--- src/design/paillier_pkg.sv ---
package paillier_pkg;

  // key and ciphertext widths
  localparam int key_w = 16;
  localparam int ct_w = 32;

  // galois feedback mask, taps 32 22 2 1
  localparam logic [31:0] lfsr_taps = 32'h8020_0003;
  // any nonzero start value works
  localparam logic [31:0] lfsr_seed = 32'h1d87_2b41;

  // one residue modulo n squared
  typedef logic [ct_w-1:0] ct_word_t;

  // operand pair for the modular multiplier
  typedef struct packed {
    ct_word_t a;
    ct_word_t b;
  } mul_req_t;

endpackage
--- src/design/ballot_encryptor_top.sv ---
`timescale 1ns/1ps

module ballot_encryptor_top #(
  parameter int KEY_N = 40427,
  parameter int CLKS_PER_BIT = 100000000 / 4800,
  parameter int SPI_HALF_PERIOD = 50
) (
  input  logic clk_100mhz,
  input  logic sys_rst,
  input  logic uart_rxd,
  output logic copi,
  output logic dclk,
  output logic cs,
  output logic busy
);

  import paillier_pkg::*;

  logic       byte_valid;
  logic [7:0] rx_byte;
  logic       ct_valid;
  ct_word_t   ct;
  logic       spi_busy;

  uart_rx #(
    .CLKS_PER_BIT(CLKS_PER_BIT)
  ) vote_rx (
    .clk_100mhz(clk_100mhz),
    .sys_rst(sys_rst),
    .rxd(uart_rxd),
    .byte_valid(byte_valid),
    .rx_byte(rx_byte)
  );

  vote_encryptor #(
    .KEY_N(KEY_N)
  ) encryptor (
    .clk_100mhz(clk_100mhz),
    .sys_rst(sys_rst),
    .byte_valid(byte_valid),
    .rx_byte(rx_byte),
    .spi_busy(spi_busy),
    .ct_valid(ct_valid),
    .ct(ct),
    .busy(busy)
  );

  // ciphertext out to the tally side
  spi_tx #(
    .SPI_HALF_PERIOD(SPI_HALF_PERIOD)
  ) ct_tx (
    .clk_100mhz(clk_100mhz),
    .sys_rst(sys_rst),
    .ct_valid(ct_valid),
    .ct(ct),
    .spi_busy(spi_busy),
    .copi(copi),
    .dclk(dclk),
    .cs(cs)
  );

endmodule

--- src/design/spi_tx.sv ---
`timescale 1ns/1ps

module spi_tx #(
  parameter int SPI_HALF_PERIOD = 50
) (
  input  logic                   clk_100mhz,
  input  logic                   sys_rst,
  input  logic                   ct_valid,
  input  paillier_pkg::ct_word_t ct,
  output logic                   spi_busy,
  output logic                   copi,
  output logic                   dclk,
  output logic                   cs
);

  import paillier_pkg::*;

  localparam int half_w = $clog2(SPI_HALF_PERIOD + 1);
  localparam int bit_w = $clog2(ct_w);

  ct_word_t          shreg;
  logic [half_w-1:0] half_cnt;
  logic [bit_w-1:0]  bit_cnt;
  logic              half_tick;
  logic              fall_tick;

  assign half_tick = (half_cnt == half_w'(SPI_HALF_PERIOD - 1));
  // dclk is high, so this toggle is a falling edge
  assign fall_tick = spi_busy && half_tick && dclk;

  always_ff @(posedge clk_100mhz) begin
    if (sys_rst) begin
      spi_busy <= 1'b0;
      cs <= 1'b1;
      dclk <= 1'b0;
      copi <= 1'b0;
      half_cnt <= '0;
      bit_cnt <= '0;
    end else if (!spi_busy) begin
      if (ct_valid) begin
        spi_busy <= 1'b1;
        cs <= 1'b0;
        copi <= ct[ct_w-1];
        half_cnt <= '0;
        bit_cnt <= '0;
      end
    end else begin
      half_cnt <= half_tick ? '0 : half_cnt + 1'b1;
      if (half_tick) begin
        dclk <= ~dclk;
      end
      if (fall_tick) begin
        if (bit_cnt == bit_w'(ct_w - 1)) begin
          // last bit done, end the frame
          spi_busy <= 1'b0;
          cs <= 1'b1;
          copi <= 1'b0;
        end else begin
          bit_cnt <= bit_cnt + 1'b1;
          copi <= shreg[ct_w-2];
        end
      end
    end
  end

  always_ff @(posedge clk_100mhz) begin
    if (!spi_busy && ct_valid) begin
      shreg <= ct;
    end else if (fall_tick) begin
      shreg <= {shreg[ct_w-2:0], 1'b0};
    end
  end

endmodule

--- src/design/vote_encryptor.sv ---
`timescale 1ns/1ps

module vote_encryptor #(
  parameter int KEY_N = 40427
) (
  input  logic                   clk_100mhz,
  input  logic                   sys_rst,
  input  logic                   byte_valid,
  input  logic [7:0]             rx_byte,
  input  logic                   spi_busy,
  output logic                   ct_valid,
  output paillier_pkg::ct_word_t ct,
  output logic                   busy
);

  import paillier_pkg::*;

  localparam logic [key_w-1:0] n_key = key_w'(KEY_N);
  localparam ct_word_t n_word = ct_word_t'(KEY_N);
  localparam ct_word_t n_sq = n_word * n_word;

  typedef enum logic [2:0] {
    st_idle,
    st_draw,
    st_exp,
    st_mul,
    st_send
  } enc_state_t;

  enc_state_t state;
  logic [7:0] m_reg;
  ct_word_t   factor;
  ct_word_t   mn_sum;
  logic       lfsr_step;
  logic [31:0] rand_word;
  logic       draw_ok;
  logic       exp_start;
  ct_word_t   exp_result;
  logic       exp_done;
  logic       mul_start;
  mul_req_t   mul_req;
  logic       mul_done;

  // r must lie in 1..n-1
  assign draw_ok = (rand_word[key_w-1:0] != '0) && (rand_word[key_w-1:0] < n_key);
  assign lfsr_step = (state == st_idle && byte_valid) || (state == st_draw && !draw_ok);
  assign exp_start = (state == st_draw) && draw_ok;
  assign mul_start = (state == st_exp) && exp_done;
  assign ct_valid = (state == st_send) && !spi_busy;
  assign busy = (state != st_idle);

  // m*n by shift-add, m < n keeps 1 + m*n below n squared
  always_comb begin
    mn_sum = '0;
    for (int i = 0; i < 8; i++) begin
      if (m_reg[i]) begin
        mn_sum = mn_sum + (n_word << i);
      end
    end
  end

  always_comb begin
    mul_req.a = exp_result;
    mul_req.b = factor;
  end

  lfsr32 rng (
    .clk_100mhz(clk_100mhz),
    .sys_rst(sys_rst),
    .step(lfsr_step),
    .rand_word(rand_word)
  );

  // r^n mod n^2
  mod_exp #(
    .MOD(n_sq)
  ) expo (
    .clk_100mhz(clk_100mhz),
    .sys_rst(sys_rst),
    .start(exp_start),
    .base(ct_word_t'(rand_word[key_w-1:0])),
    .exponent(n_key),
    .result(exp_result),
    .done(exp_done)
  );

  // product holds until the next vote, so it serves as the frame word
  mod_mult #(
    .MOD(n_sq)
  ) gm_mult (
    .clk_100mhz(clk_100mhz),
    .sys_rst(sys_rst),
    .start(mul_start),
    .req(mul_req),
    .product(ct),
    .done(mul_done)
  );

  always_ff @(posedge clk_100mhz) begin
    if (sys_rst) begin
      state <= st_idle;
    end else begin
      case (state)
        st_idle: if (byte_valid) state <= st_draw;
        st_draw: if (draw_ok) state <= st_exp;
        st_exp: if (exp_done) state <= st_mul;
        st_mul: if (mul_done) state <= st_send;
        st_send: if (!spi_busy) state <= st_idle;
        default: state <= st_idle;
      endcase
    end
  end

  always_ff @(posedge clk_100mhz) begin
    if (state == st_idle && byte_valid) begin
      m_reg <= rx_byte;
    end
    if (exp_start) begin
      factor <= mn_sum + ct_word_t'(1);
    end
  end

endmodule

--- src/design/mod_exp.sv ---
`timescale 1ns/1ps

module mod_exp #(
  parameter paillier_pkg::ct_word_t MOD = 32'd1634342329
) (
  input  logic                   clk_100mhz,
  input  logic                   sys_rst,
  input  logic                   start,
  input  paillier_pkg::ct_word_t base,
  input  logic [15:0]            exponent,
  output paillier_pkg::ct_word_t result,
  output logic                   done
);

  import paillier_pkg::*;

  localparam int bit_w = $clog2(key_w);

  typedef enum logic [2:0] {
    st_idle,
    st_issue_sq,
    st_wait_sq,
    st_issue_mul,
    st_wait_mul
  } exp_state_t;

  exp_state_t       state;
  ct_word_t         base_reg;
  logic [key_w-1:0] exp_reg;
  logic [bit_w-1:0] bit_cnt;
  logic             mul_start;
  mul_req_t         mul_req;
  ct_word_t         mul_product;
  logic             mul_done;
  logic             next_bit;

  // squares use the running value twice, multiplies pair it with the base
  always_comb begin
    mul_start = (state == st_issue_sq) || (state == st_issue_mul);
    mul_req.a = result;
    mul_req.b = (state == st_issue_mul) ? base_reg : result;
  end

  // current exponent bit finished
  assign next_bit = mul_done &&
                    ((state == st_wait_sq && !exp_reg[key_w-1]) || state == st_wait_mul);

  mod_mult #(
    .MOD(MOD)
  ) mult (
    .clk_100mhz(clk_100mhz),
    .sys_rst(sys_rst),
    .start(mul_start),
    .req(mul_req),
    .product(mul_product),
    .done(mul_done)
  );

  always_ff @(posedge clk_100mhz) begin
    if (sys_rst) begin
      state <= st_idle;
      bit_cnt <= '0;
      done <= 1'b0;
    end else begin
      done <= 1'b0;
      case (state)
        st_idle: begin
          if (start) begin
            bit_cnt <= '0;
            state <= st_issue_sq;
          end
        end
        st_issue_sq: state <= st_wait_sq;
        st_wait_sq: begin
          if (mul_done && exp_reg[key_w-1]) begin
            state <= st_issue_mul;
          end
        end
        st_issue_mul: state <= st_wait_mul;
        st_wait_mul: ;
        default: state <= st_idle;
      endcase
      if (next_bit) begin
        bit_cnt <= bit_cnt + 1'b1;
        if (bit_cnt == bit_w'(key_w - 1)) begin
          done <= 1'b1;
          state <= st_idle;
        end else begin
          state <= st_issue_sq;
        end
      end
    end
  end

  always_ff @(posedge clk_100mhz) begin
    if (state == st_idle && start) begin
      base_reg <= base;
      exp_reg <= exponent;
      result <= ct_word_t'(1);
    end else begin
      if (mul_done) begin
        result <= mul_product;
      end
      if (next_bit) begin
        exp_reg <= {exp_reg[key_w-2:0], 1'b0};
      end
    end
  end

endmodule

--- src/design/mod_mult.sv ---
`timescale 1ns/1ps

module mod_mult #(
  parameter paillier_pkg::ct_word_t MOD = 32'd1634342329
) (
  input  logic                   clk_100mhz,
  input  logic                   sys_rst,
  input  logic                   start,
  input  paillier_pkg::mul_req_t req,
  output paillier_pkg::ct_word_t product,
  output logic                   done
);

  import paillier_pkg::*;

  localparam int cnt_w = $clog2(ct_w);
  localparam logic [ct_w+1:0] mod_ext = {2'b00, MOD};

  ct_word_t         a_reg;
  ct_word_t         b_reg;
  logic             running;
  logic [cnt_w-1:0] bit_cnt;
  logic [ct_w+1:0]  sum;
  logic [ct_w+1:0]  red1;
  logic [ct_w+1:0]  red2;

  // 2*acc + a stays below 3*MOD, so two subtractions bring it back in range
  always_comb begin
    sum = {1'b0, product, 1'b0};
    if (b_reg[ct_w-1]) begin
      sum = sum + {2'b00, a_reg};
    end
    red1 = (sum >= mod_ext) ? sum - mod_ext : sum;
    red2 = (red1 >= mod_ext) ? red1 - mod_ext : red1;
  end

  always_ff @(posedge clk_100mhz) begin
    if (sys_rst) begin
      running <= 1'b0;
      done <= 1'b0;
      bit_cnt <= '0;
    end else begin
      done <= 1'b0;
      if (start) begin
        running <= 1'b1;
        bit_cnt <= '0;
      end else if (running) begin
        bit_cnt <= bit_cnt + 1'b1;
        if (bit_cnt == cnt_w'(ct_w - 1)) begin
          running <= 1'b0;
          done <= 1'b1;
        end
      end
    end
  end

  // operands and accumulator, b scanned from the msb
  always_ff @(posedge clk_100mhz) begin
    if (start) begin
      a_reg <= req.a;
      b_reg <= req.b;
      product <= '0;
    end else if (running) begin
      product <= red2[ct_w-1:0];
      b_reg <= {b_reg[ct_w-2:0], 1'b0};
    end
  end

endmodule

--- src/design/lfsr32.sv ---
`timescale 1ns/1ps

module lfsr32 (
  input  logic        clk_100mhz,
  input  logic        sys_rst,
  input  logic        step,
  output logic [31:0] rand_word
);

  import paillier_pkg::*;

  logic [31:0] next_word;

  // galois form, shift right and fold taps in when lsb is set
  always_comb begin
    next_word = {1'b0, rand_word[31:1]};
    if (rand_word[0]) begin
      next_word = next_word ^ lfsr_taps;
    end
  end

  always_ff @(posedge clk_100mhz) begin
    if (sys_rst) begin
      rand_word <= lfsr_seed;
    end else if (step) begin
      rand_word <= next_word;
    end
  end

endmodule

--- src/design/uart_rx.sv ---
`timescale 1ns/1ps

module uart_rx #(
  parameter int CLKS_PER_BIT = 100000000 / 4800
) (
  input  logic       clk_100mhz,
  input  logic       sys_rst,
  input  logic       rxd,
  output logic       byte_valid,
  output logic [7:0] rx_byte
);

  localparam int cnt_w = $clog2(CLKS_PER_BIT + 1);

  typedef enum logic [2:0] {
    st_idle,
    st_start,
    st_data,
    st_stop,
    st_break
  } rx_state_t;

  rx_state_t        state;
  logic             rxd_meta;
  logic             rxd_sync;
  logic [cnt_w-1:0] clk_cnt;
  logic [2:0]       bit_idx;
  logic             bit_done;
  logic             half_done;

  assign bit_done = (clk_cnt == cnt_w'(CLKS_PER_BIT - 1));
  assign half_done = (clk_cnt == cnt_w'(CLKS_PER_BIT / 2 - 1));

  always_ff @(posedge clk_100mhz) begin
    if (sys_rst) begin
      rxd_meta <= 1'b1;
      rxd_sync <= 1'b1;
      state <= st_idle;
      clk_cnt <= '0;
      bit_idx <= '0;
      byte_valid <= 1'b0;
    end else begin
      rxd_meta <= rxd;
      rxd_sync <= rxd_meta;
      byte_valid <= 1'b0;
      case (state)
        st_idle: begin
          clk_cnt <= '0;
          if (!rxd_sync) begin
            state <= st_start;
          end
        end
        st_start: begin
          // recheck at start bit center, drop glitches
          if (half_done) begin
            clk_cnt <= '0;
            bit_idx <= '0;
            state <= rxd_sync ? st_idle : st_data;
          end else begin
            clk_cnt <= clk_cnt + 1'b1;
          end
        end
        st_data: begin
          if (bit_done) begin
            clk_cnt <= '0;
            bit_idx <= bit_idx + 1'b1;
            if (bit_idx == 3'd7) begin
              state <= st_stop;
            end
          end else begin
            clk_cnt <= clk_cnt + 1'b1;
          end
        end
        st_stop: begin
          if (bit_done) begin
            clk_cnt <= '0;
            if (rxd_sync) begin
              byte_valid <= 1'b1;
              state <= st_idle;
            end else begin
              state <= st_break;
            end
          end else begin
            clk_cnt <= clk_cnt + 1'b1;
          end
        end
        // framing error, wait for the line to go idle
        st_break: begin
          if (rxd_sync) begin
            state <= st_idle;
          end
        end
        default: state <= st_idle;
      endcase
    end
  end

  // lsb first
  always_ff @(posedge clk_100mhz) begin
    if (state == st_data && bit_done) begin
      rx_byte <= {rxd_sync, rx_byte[7:1]};
    end
  end

endmodule

--- config.mk ---
export PLATFORM = sky130hd
export DESIGN_NAME = ballot_encryptor_top
export DESIGN_NICKNAME = d
export VERILOG_FILES = /design/src/design/paillier_pkg.sv /design/src/design/ballot_encryptor_top.sv /design/src/design/spi_tx.sv /design/src/design/vote_encryptor.sv /design/src/design/mod_exp.sv /design/src/design/mod_mult.sv /design/src/design/lfsr32.sv /design/src/design/uart_rx.sv
export SDC_FILE = /design/constraint.sdc
export NUM_CORES = 1
export LEC_CHECK = 0
export ABC_AREA = 1
export CORE_MARGIN = 4
export CORE_UTILIZATION = 30
export DETAILED_ROUTE_END_ITERATION = 10
export DONT_BUFFER_PORTS = 1
export SYNTH_ARGS = -nofsm -noshare
export SYNTH_HDL_FRONTEND = slang
export SYNTH_SLANG_ARGS = --single-unit
--- constraint.sdc ---
create_clock -name clk_100mhz -period 8.9 [get_ports clk_100mhz]
set_input_delay 1.78 -clock clk_100mhz [delete_from_list [all_inputs] [get_ports clk_100mhz]]
set_output_delay 1.78 -clock clk_100mhz [all_outputs]
set_load 0.05 [all_outputs]
# After elaboration in Yosys (flattened, before gate mapping)
# Index checks and enable logic that the tools add are counted.
[op_classes]
mul = 0
add_sub_neg = 21
order_cmp = 5
n_reduce_logical = 49
n_div = 0
shift = 0
bitwise_logic = 7
eq_ne = 37
mux = 80
[op_table]
columns = ["op", "n"]
rows = [
  ["32-bit 2-to-1 mux", 15],
  ["34-bit by 31-bit >= comparator with 1-bit output (second input constant)", 4],
  ["34-bit 2-to-1 mux", 4],
  ["33-bit by 32-bit adder with 34-bit output", 2],
  ["34-bit by 31-bit subtractor with 34-bit output (second input constant)", 2],
  ["32-bit by 31-bit subtractor with 32-bit output (second input constant)", 2],
  ["31-bit 2-to-1 mux", 2],
  ["3-bit 2-to-1 mux", 17],
  ["15-bit case mux with 3 select lines", 1],
  ["3-bit case mux with 5 select lines", 3],
  ["32-bit by 1-bit adder with 32-bit output (second input constant)", 1],
  ["32-bit by 18-bit adder with 32-bit output (second input constant)", 1],
  ["32-bit by 19-bit adder with 32-bit output (second input constant)", 1],
  ["32-bit by 20-bit adder with 32-bit output (second input constant)", 1],
  ["32-bit by 21-bit adder with 32-bit output (second input constant)", 1],
  ["32-bit by 22-bit adder with 32-bit output (second input constant)", 1],
  ["32-bit by 23-bit adder with 32-bit output (second input constant)", 1],
  ["15-bit 2-to-1 mux", 2],
  ["1-bit 2-to-1 mux", 23],
  ["5-bit 2-to-1 mux", 4],
  ["16-bit by 17-bit adder with 18-bit output (second input constant)", 1],
  ["3-bit by 2-bit equality test with 1-bit output (second input constant)", 6],
  ["6-bit 2-to-1 mux", 3],
  ["2-bit inequality test (second input constant)", 9],
  ["other kinds (35)", 92],
]
[word_totals]
n_memories = 0
ram_bits = 0
word_cells = 235
romBits = 0
out_inout_bits = 4
reg_bits = 431
latch_bits = 0

# Longest topological paths before layout
[depth]
ltp_word = 16
depth_mapped = 42

# By module
# From an unflattened synthesis, not the netlist that was laid out.
[hier_totals]
hier_cells = 5720
area_unflattened_um2 = 35987.0
[modules_own_cells]
columns = ["mod", "seq_area_each_um2", "area_each_um2", "instances", "cells_per_inst"]
rows = [
  ["mod_mult at encryptor.gm_mult", 2702.6, 10961.8, 1, 1899],
  ["mod_mult at encryptor.expo.mult", 2702.6, 10913.0, 1, 1919],
  ["vote_encryptor", 1051.0, 4693.3, 1, 753],
  ["mod_exp", 2242.2, 4005.1, 1, 466],
  ["spi_tx", 1231.2, 2144.6, 1, 240],
  ["uart_rx", 720.7, 1856.8, 1, 265],
  ["lfsr32", 640.6, 1412.6, 1, 178],
]

# Worst setup path after synthesis
# Ideal clock, no wire load.
[synth_timing]
path_kind = "reg-to-reg"
startpoint = "register encryptor.m_reg[0]"
endpoint = "register encryptor.factor[19] (data pin)"
stages_incl_launch_ff = 36
setup_time_ns = 0.249
period_less_slack_ns = 5.333
required_time_ns = 8.651
t_arrival_ns = 5.084
slack_ns = 3.567
path_cell_list = "edfxtp_1 inv_1 ha_1 inv_1 nand2_1 nand2_1 inv_1 ha_1 inv_1 nand2_1 xnor2_1 inv_1 ha_1 o21ai_0 nand2_1 ha_1 o21ai_0 inv_1 ha_1 nor2_1 xor2_1 ha_1 mux2i_1 nand2_1 nor2_1 nand2_1 nor2_1 nand2_1 nor2_1 nand2_1 nor2_1 nand2_1 nor2_1 nand3_1 nand2_1 inv_1"
[synth_between]
elab_chain_cells = 16
[synth_rtl]
columns = ["item", "line_no", "source"]
rows = [
  ["start, declared", "vote_encryptor.sv:31", "logic [7:0] m_reg;"],
  ["start signal, assigned", "vote_encryptor.sv:116", "m_reg <= rx_byte;"],
  ["16-bit 2-to-1 mux (*)", "vote_encryptor.sv:56", "if (m_reg[i]) begin"],
  ["16-bit by 17-bit adder with 18-bit output", "vote_encryptor.sv:57", "mn_sum = mn_sum + (n_word << i);"],
  ["32-bit 2-to-1 mux (*)", "vote_encryptor.sv:56", ""],
  ["32-bit by 18-bit adder with 32-bit output", "vote_encryptor.sv:57", ""],
  ["32-bit 2-to-1 mux (*)", "vote_encryptor.sv:56", ""],
  ["32-bit by 19-bit adder with 32-bit output", "vote_encryptor.sv:57", ""],
  ["32-bit 2-to-1 mux (*)", "vote_encryptor.sv:56", ""],
  ["32-bit by 20-bit adder with 32-bit output", "vote_encryptor.sv:57", ""],
  ["32-bit 2-to-1 mux (*)", "vote_encryptor.sv:56", ""],
  ["32-bit by 21-bit adder with 32-bit output", "vote_encryptor.sv:57", ""],
  ["32-bit 2-to-1 mux (*)", "vote_encryptor.sv:56", ""],
  ["32-bit by 22-bit adder with 32-bit output", "vote_encryptor.sv:57", ""],
  ["32-bit 2-to-1 mux (*)", "vote_encryptor.sv:56", ""],
  ["32-bit by 23-bit adder with 32-bit output", "vote_encryptor.sv:57", ""],
  ["32-bit 2-to-1 mux (*)", "vote_encryptor.sv:56", ""],
  ["32-bit by 1-bit adder with 32-bit output (*)", "vote_encryptor.sv:119", "factor <= mn_sum + ct_word_t'(1);"],
  ["end signal, assigned", "vote_encryptor.sv:119", ""],
  ["end, declared", "vote_encryptor.sv:32", "ct_word_t factor;"],
]
# Mark *: on every way between the ends. The rest lies on a longest branch, timed or not.
# A chain may end at the register's enable or synchronous reset.

# Final worst setup path
[layout_timing]
startpoint = "register encryptor.gm_mult.a_reg[1]"
endpoint = "register encryptor.gm_mult.product[17]"
[layout_between]
elab_chain_cells = 6
word_cells_on_any_way = 8
cone_classes = "add/sub (3); order compare (2); mux (3)"
[layout_rtl]
columns = ["item", "line_no", "source"]
rows = [
  ["start, declared", "mod_mult.sv:19", "ct_word_t a_reg;"],
  ["start signal, assigned", "mod_mult.sv:60", "a_reg <= req.a;"],
  ["33-bit by 32-bit adder with 34-bit output (*)", "mod_mult.sv:31", "sum = sum + {2'b00, a_reg};"],
  ["34-bit 2-to-1 mux (*)", "mod_mult.sv:30", "if (b_reg[ct_w-1]) begin"],
  ["34-bit by 31-bit subtractor with 34-bit output or 34-bit by 31-bit >= comparator with 1-bit output (tied branches)", "mod_mult.sv:33", "red1 = (sum >= mod_ext) ? sum - mod_ext : sum;"],
  ["34-bit 2-to-1 mux (*)", "mod_mult.sv:33", ""],
  ["32-bit by 31-bit subtractor with 32-bit output or 34-bit by 31-bit >= comparator with 1-bit output (tied branches)", "mod_mult.sv:34", "red2 = (red1 >= mod_ext) ? red1 - mod_ext : red1;"],
  ["32-bit 2-to-1 mux (*)", "mod_mult.sv:34", ""],
  ["end signal, assigned", "mod_mult.sv:64", "product <= red2[ct_w-1:0];"],
  ["end, declared", "mod_mult.sv:10", "output paillier_pkg::ct_word_t product,"],
]
# Marked as above.

==> impl_metrics.ini <==
[grt]
grt_pass1_wl_um = 166000
grt_busiest_layer = met2
antenna_found_initial = 0
grt-ovfl-total = 0
met1_usage = 0.239
grt_use_total = 0.174
grtUsageMet3 = 0.0240
use_met2 = 0.283
grt_pass1_vias = 30400
grt_max_degree = 65

[synth]
syn_avg_cell_area_um2 = 6.33
post_synth_num_cell_types = 72
synth.ff_latch_count = 424
synth_area_leaders = nand2_1 (21%), edfxtp_1 (19%), dfxtp_1 (12%)
synth_top_area_cell = nand2_1
synth_edf_count = 216
yosys_warnings = 0
synth-async-reset-ratio = 0
synth_cells = 5303
synth_area_um2 = 33600
synth_top_area_frac = 0.211
ys_seq_area_frac = 0.317
synth_nets = 5406
synth-main-ff-cell = edfxtp_1

[floorplan]
rows = 122
initial_core_util = 0.303
die_y_um = 343
die_w_um = 343
core_um2 = 111000
fp.dieArea_um2 = 117000
io_pins = 7

[placed_design]
dp.final_hpwl_um = 81300
place_congestion = 0.941
dpl.cell_count = 6675
numPortBuffers = 0

[route]
wire_per_inst_um = 15.5
postRouteAntennaNets = 0
finalWirelength_um = 105000
vias = 33100
drt-pass1-iter-count = 6
drcViolationCount = 0
avgViaCountPerCell = 4.89
drtIter0Drc = 2836

[pwr]
netSwitchingPower_uw = 7860
p_int_uw = 6270
p_sw_frac = 0.556
pwr-share-comb = 0.661
ir_drop_mv = 0.240
power_density_nw_per_um2 = 387
p_leak_uw = 0.0176
clockPowerShare = 0.149
p_seq_frac = 0.191

[sta]
slew_viol_final = 0
fmax_mhz = 156
slew_headroom = 0.266
fin_crit_ns = 6.41
rsz0062_at_grt = no
finalHoldViolations = 0
finalSetupViolCount = 0
period_share = 0.720
tns_ns = 0
worst_slew_pin_slew_ns = 1.10
fin_worst_skew_ns = 0.0310

[finish]
layout.cells.non_filler = 6763
syn2layout_area_growth_pct = 8.71
nets = 5339
drive_gt1_frac = 0.0643
diodes = 0
post-route-util = 0.329

[clocking]
cts_buffer_depth = 3
postCtsSetupBuffers = 0
ctsHoldBuffers = 0
cts_root_buffer = clkbuf_16
insertion_delay_ns = 0.62
cts.htree.levels = 2
cts_tree = yes
cts.repair.resized = 0
path_clk_slew_ns = 0.06
cts_buffers = 47
clock_sinks = 424

[critical_path]
slowest_stage = fa_1
required_ns = 9.41
startpoint_type = flip-flop
cp_data_arrival_time_ns = 6.92
cp_common_cell = nand2_1
path_max_fanout = 37
path_delay_family = simple AND/OR/NAND/NOR gates
crit_path_end_kind = flip-flop
cp_num_buf_inv = 2
critPathKind = flip-flop to flip-flop
max_stage_delay_ns = 0.48

[hold_path]
hold_path_class = flip-flop to flip-flop

[job]
maxCapViolations = 0

[outcome]
outcome = completed
## metal layers
metal	share of wire	vias to the layer above
met1	0.46	15200
met4	0.028	0
met5	0	-
met3	0.062	149
met2	0.45	899
li1	-	16800
## synthesized netlist by cell type, drive strengths merged, types with 3 or more instances
cell,instances
xor2,101
or2,14
o211ai,8
a21boi,4
nand4,144
buf,60
edfxtp,216
and3,3
a21oi,182
a22o,16
xnor2,19
nor2,548
nand3,494
o21a,7
ha,98
o22ai,24
nand3b,22
o21bai,8
clkbuf,77
o21ai,171
clkinv,9
dfxtp,208
and2,19
nand2,1977
nor3,37
a211oi,35
nor4,9
a31oi,8
inv,766
## cell families (layout without fill, tap and decap cells)
logic type | count (synthesis) | count (layout) | share of synthesized area
buffers and inverters | 914 | 886 | 0.111
adders and majority gates | 100 | 100 | 0.0377
DFF | 424 | 424 | 0.317
AOI/OAI and AO/OA | 473 | 473 | 0.0822
muxes | 1 | 1 | 0.000298
and+or+nand+nor | 3270 | 3270 | 0.420
other | 1 | 1 | 0.000112
xor gates and xnor gates | 120 | 120 | 0.0315
## cell type report
cell class,count,area [um2]
clock buffers,63,1330
multi-input cells,3965,19200
inverters,775,2920
clock inverters,25,354
well taps,1488,1860
repair buffers,23,173
fillers,12300,74500
flip-flops and latches,424,10700
## power by group through the flow
| stage | Combinational [uW] | Sequential (uW) | Clock (uW) |
|---|---|---|---|
| final | 9330 | 2690 | 2100 |
| after global routing | 10400 | 2710 | 2240 |
| after detailed placement | 9140 | 2730 | 0 |
| after floorplan | 6860 | 2590 | 0 |
| after CTS | 9190 | 2690 | 2160 |
| after global placement | 9200 | 2730 | 0 |
## metrics by stage
stage               total power (uW)  setup WS, ns  area, um2  hold slack, ns
floorplan                       9450          3.57      33600           0.389
global placement               11900          2.60      34800           0.393
detailed placement             11900          2.61      34800           0.399
CTS                            14000          2.61      36500           0.414
global route                   15300          1.88      36500           0.434
finish                         14100          2.49      36500           0.412
## worst paths after layout
kind | from | end | slack (ns) | cells after the start
worst max-delay path | encryptor.gm_mult.a_reg[1] | encryptor.gm_mult.product[17] | 2.49 | 32
worst min-delay path | vote_rx.rxd_meta | vote_rx.rxd_sync | 0.41 | 1
worst max register to register | encryptor.gm_mult.a_reg[1] | encryptor.gm_mult.product[17] | 2.49 | 32
worst min register to register | vote_rx.rxd_meta | vote_rx.rxd_sync | 0.41 | 1
## layout by cell type (no fill, tap or decap), drive strengths merged, types with 2 or more instances in the layout
cell	n
nand2	1977
inv	768
nor2	548
nand3	494
edfxtp	216
dfxtp	208
a21oi	182
o21ai	171
nand4	144
xor2	101
ha	98
clkbuf	63
nor3	37
a211oi	35
o22ai	24
clkinv	24
buf	23
nand3b	22
and2	19
xnor2	19
a22o	16
or2	14
nor4	9
o21bai	8
o211ai	8
a31oi	8
o21a	7
bufinv	6
a21boi	4
and3	3
nor3b	2
o221ai	2
fa	2
clkinvlp	2
No activity file was read; power rests on OpenSTA's default activity.
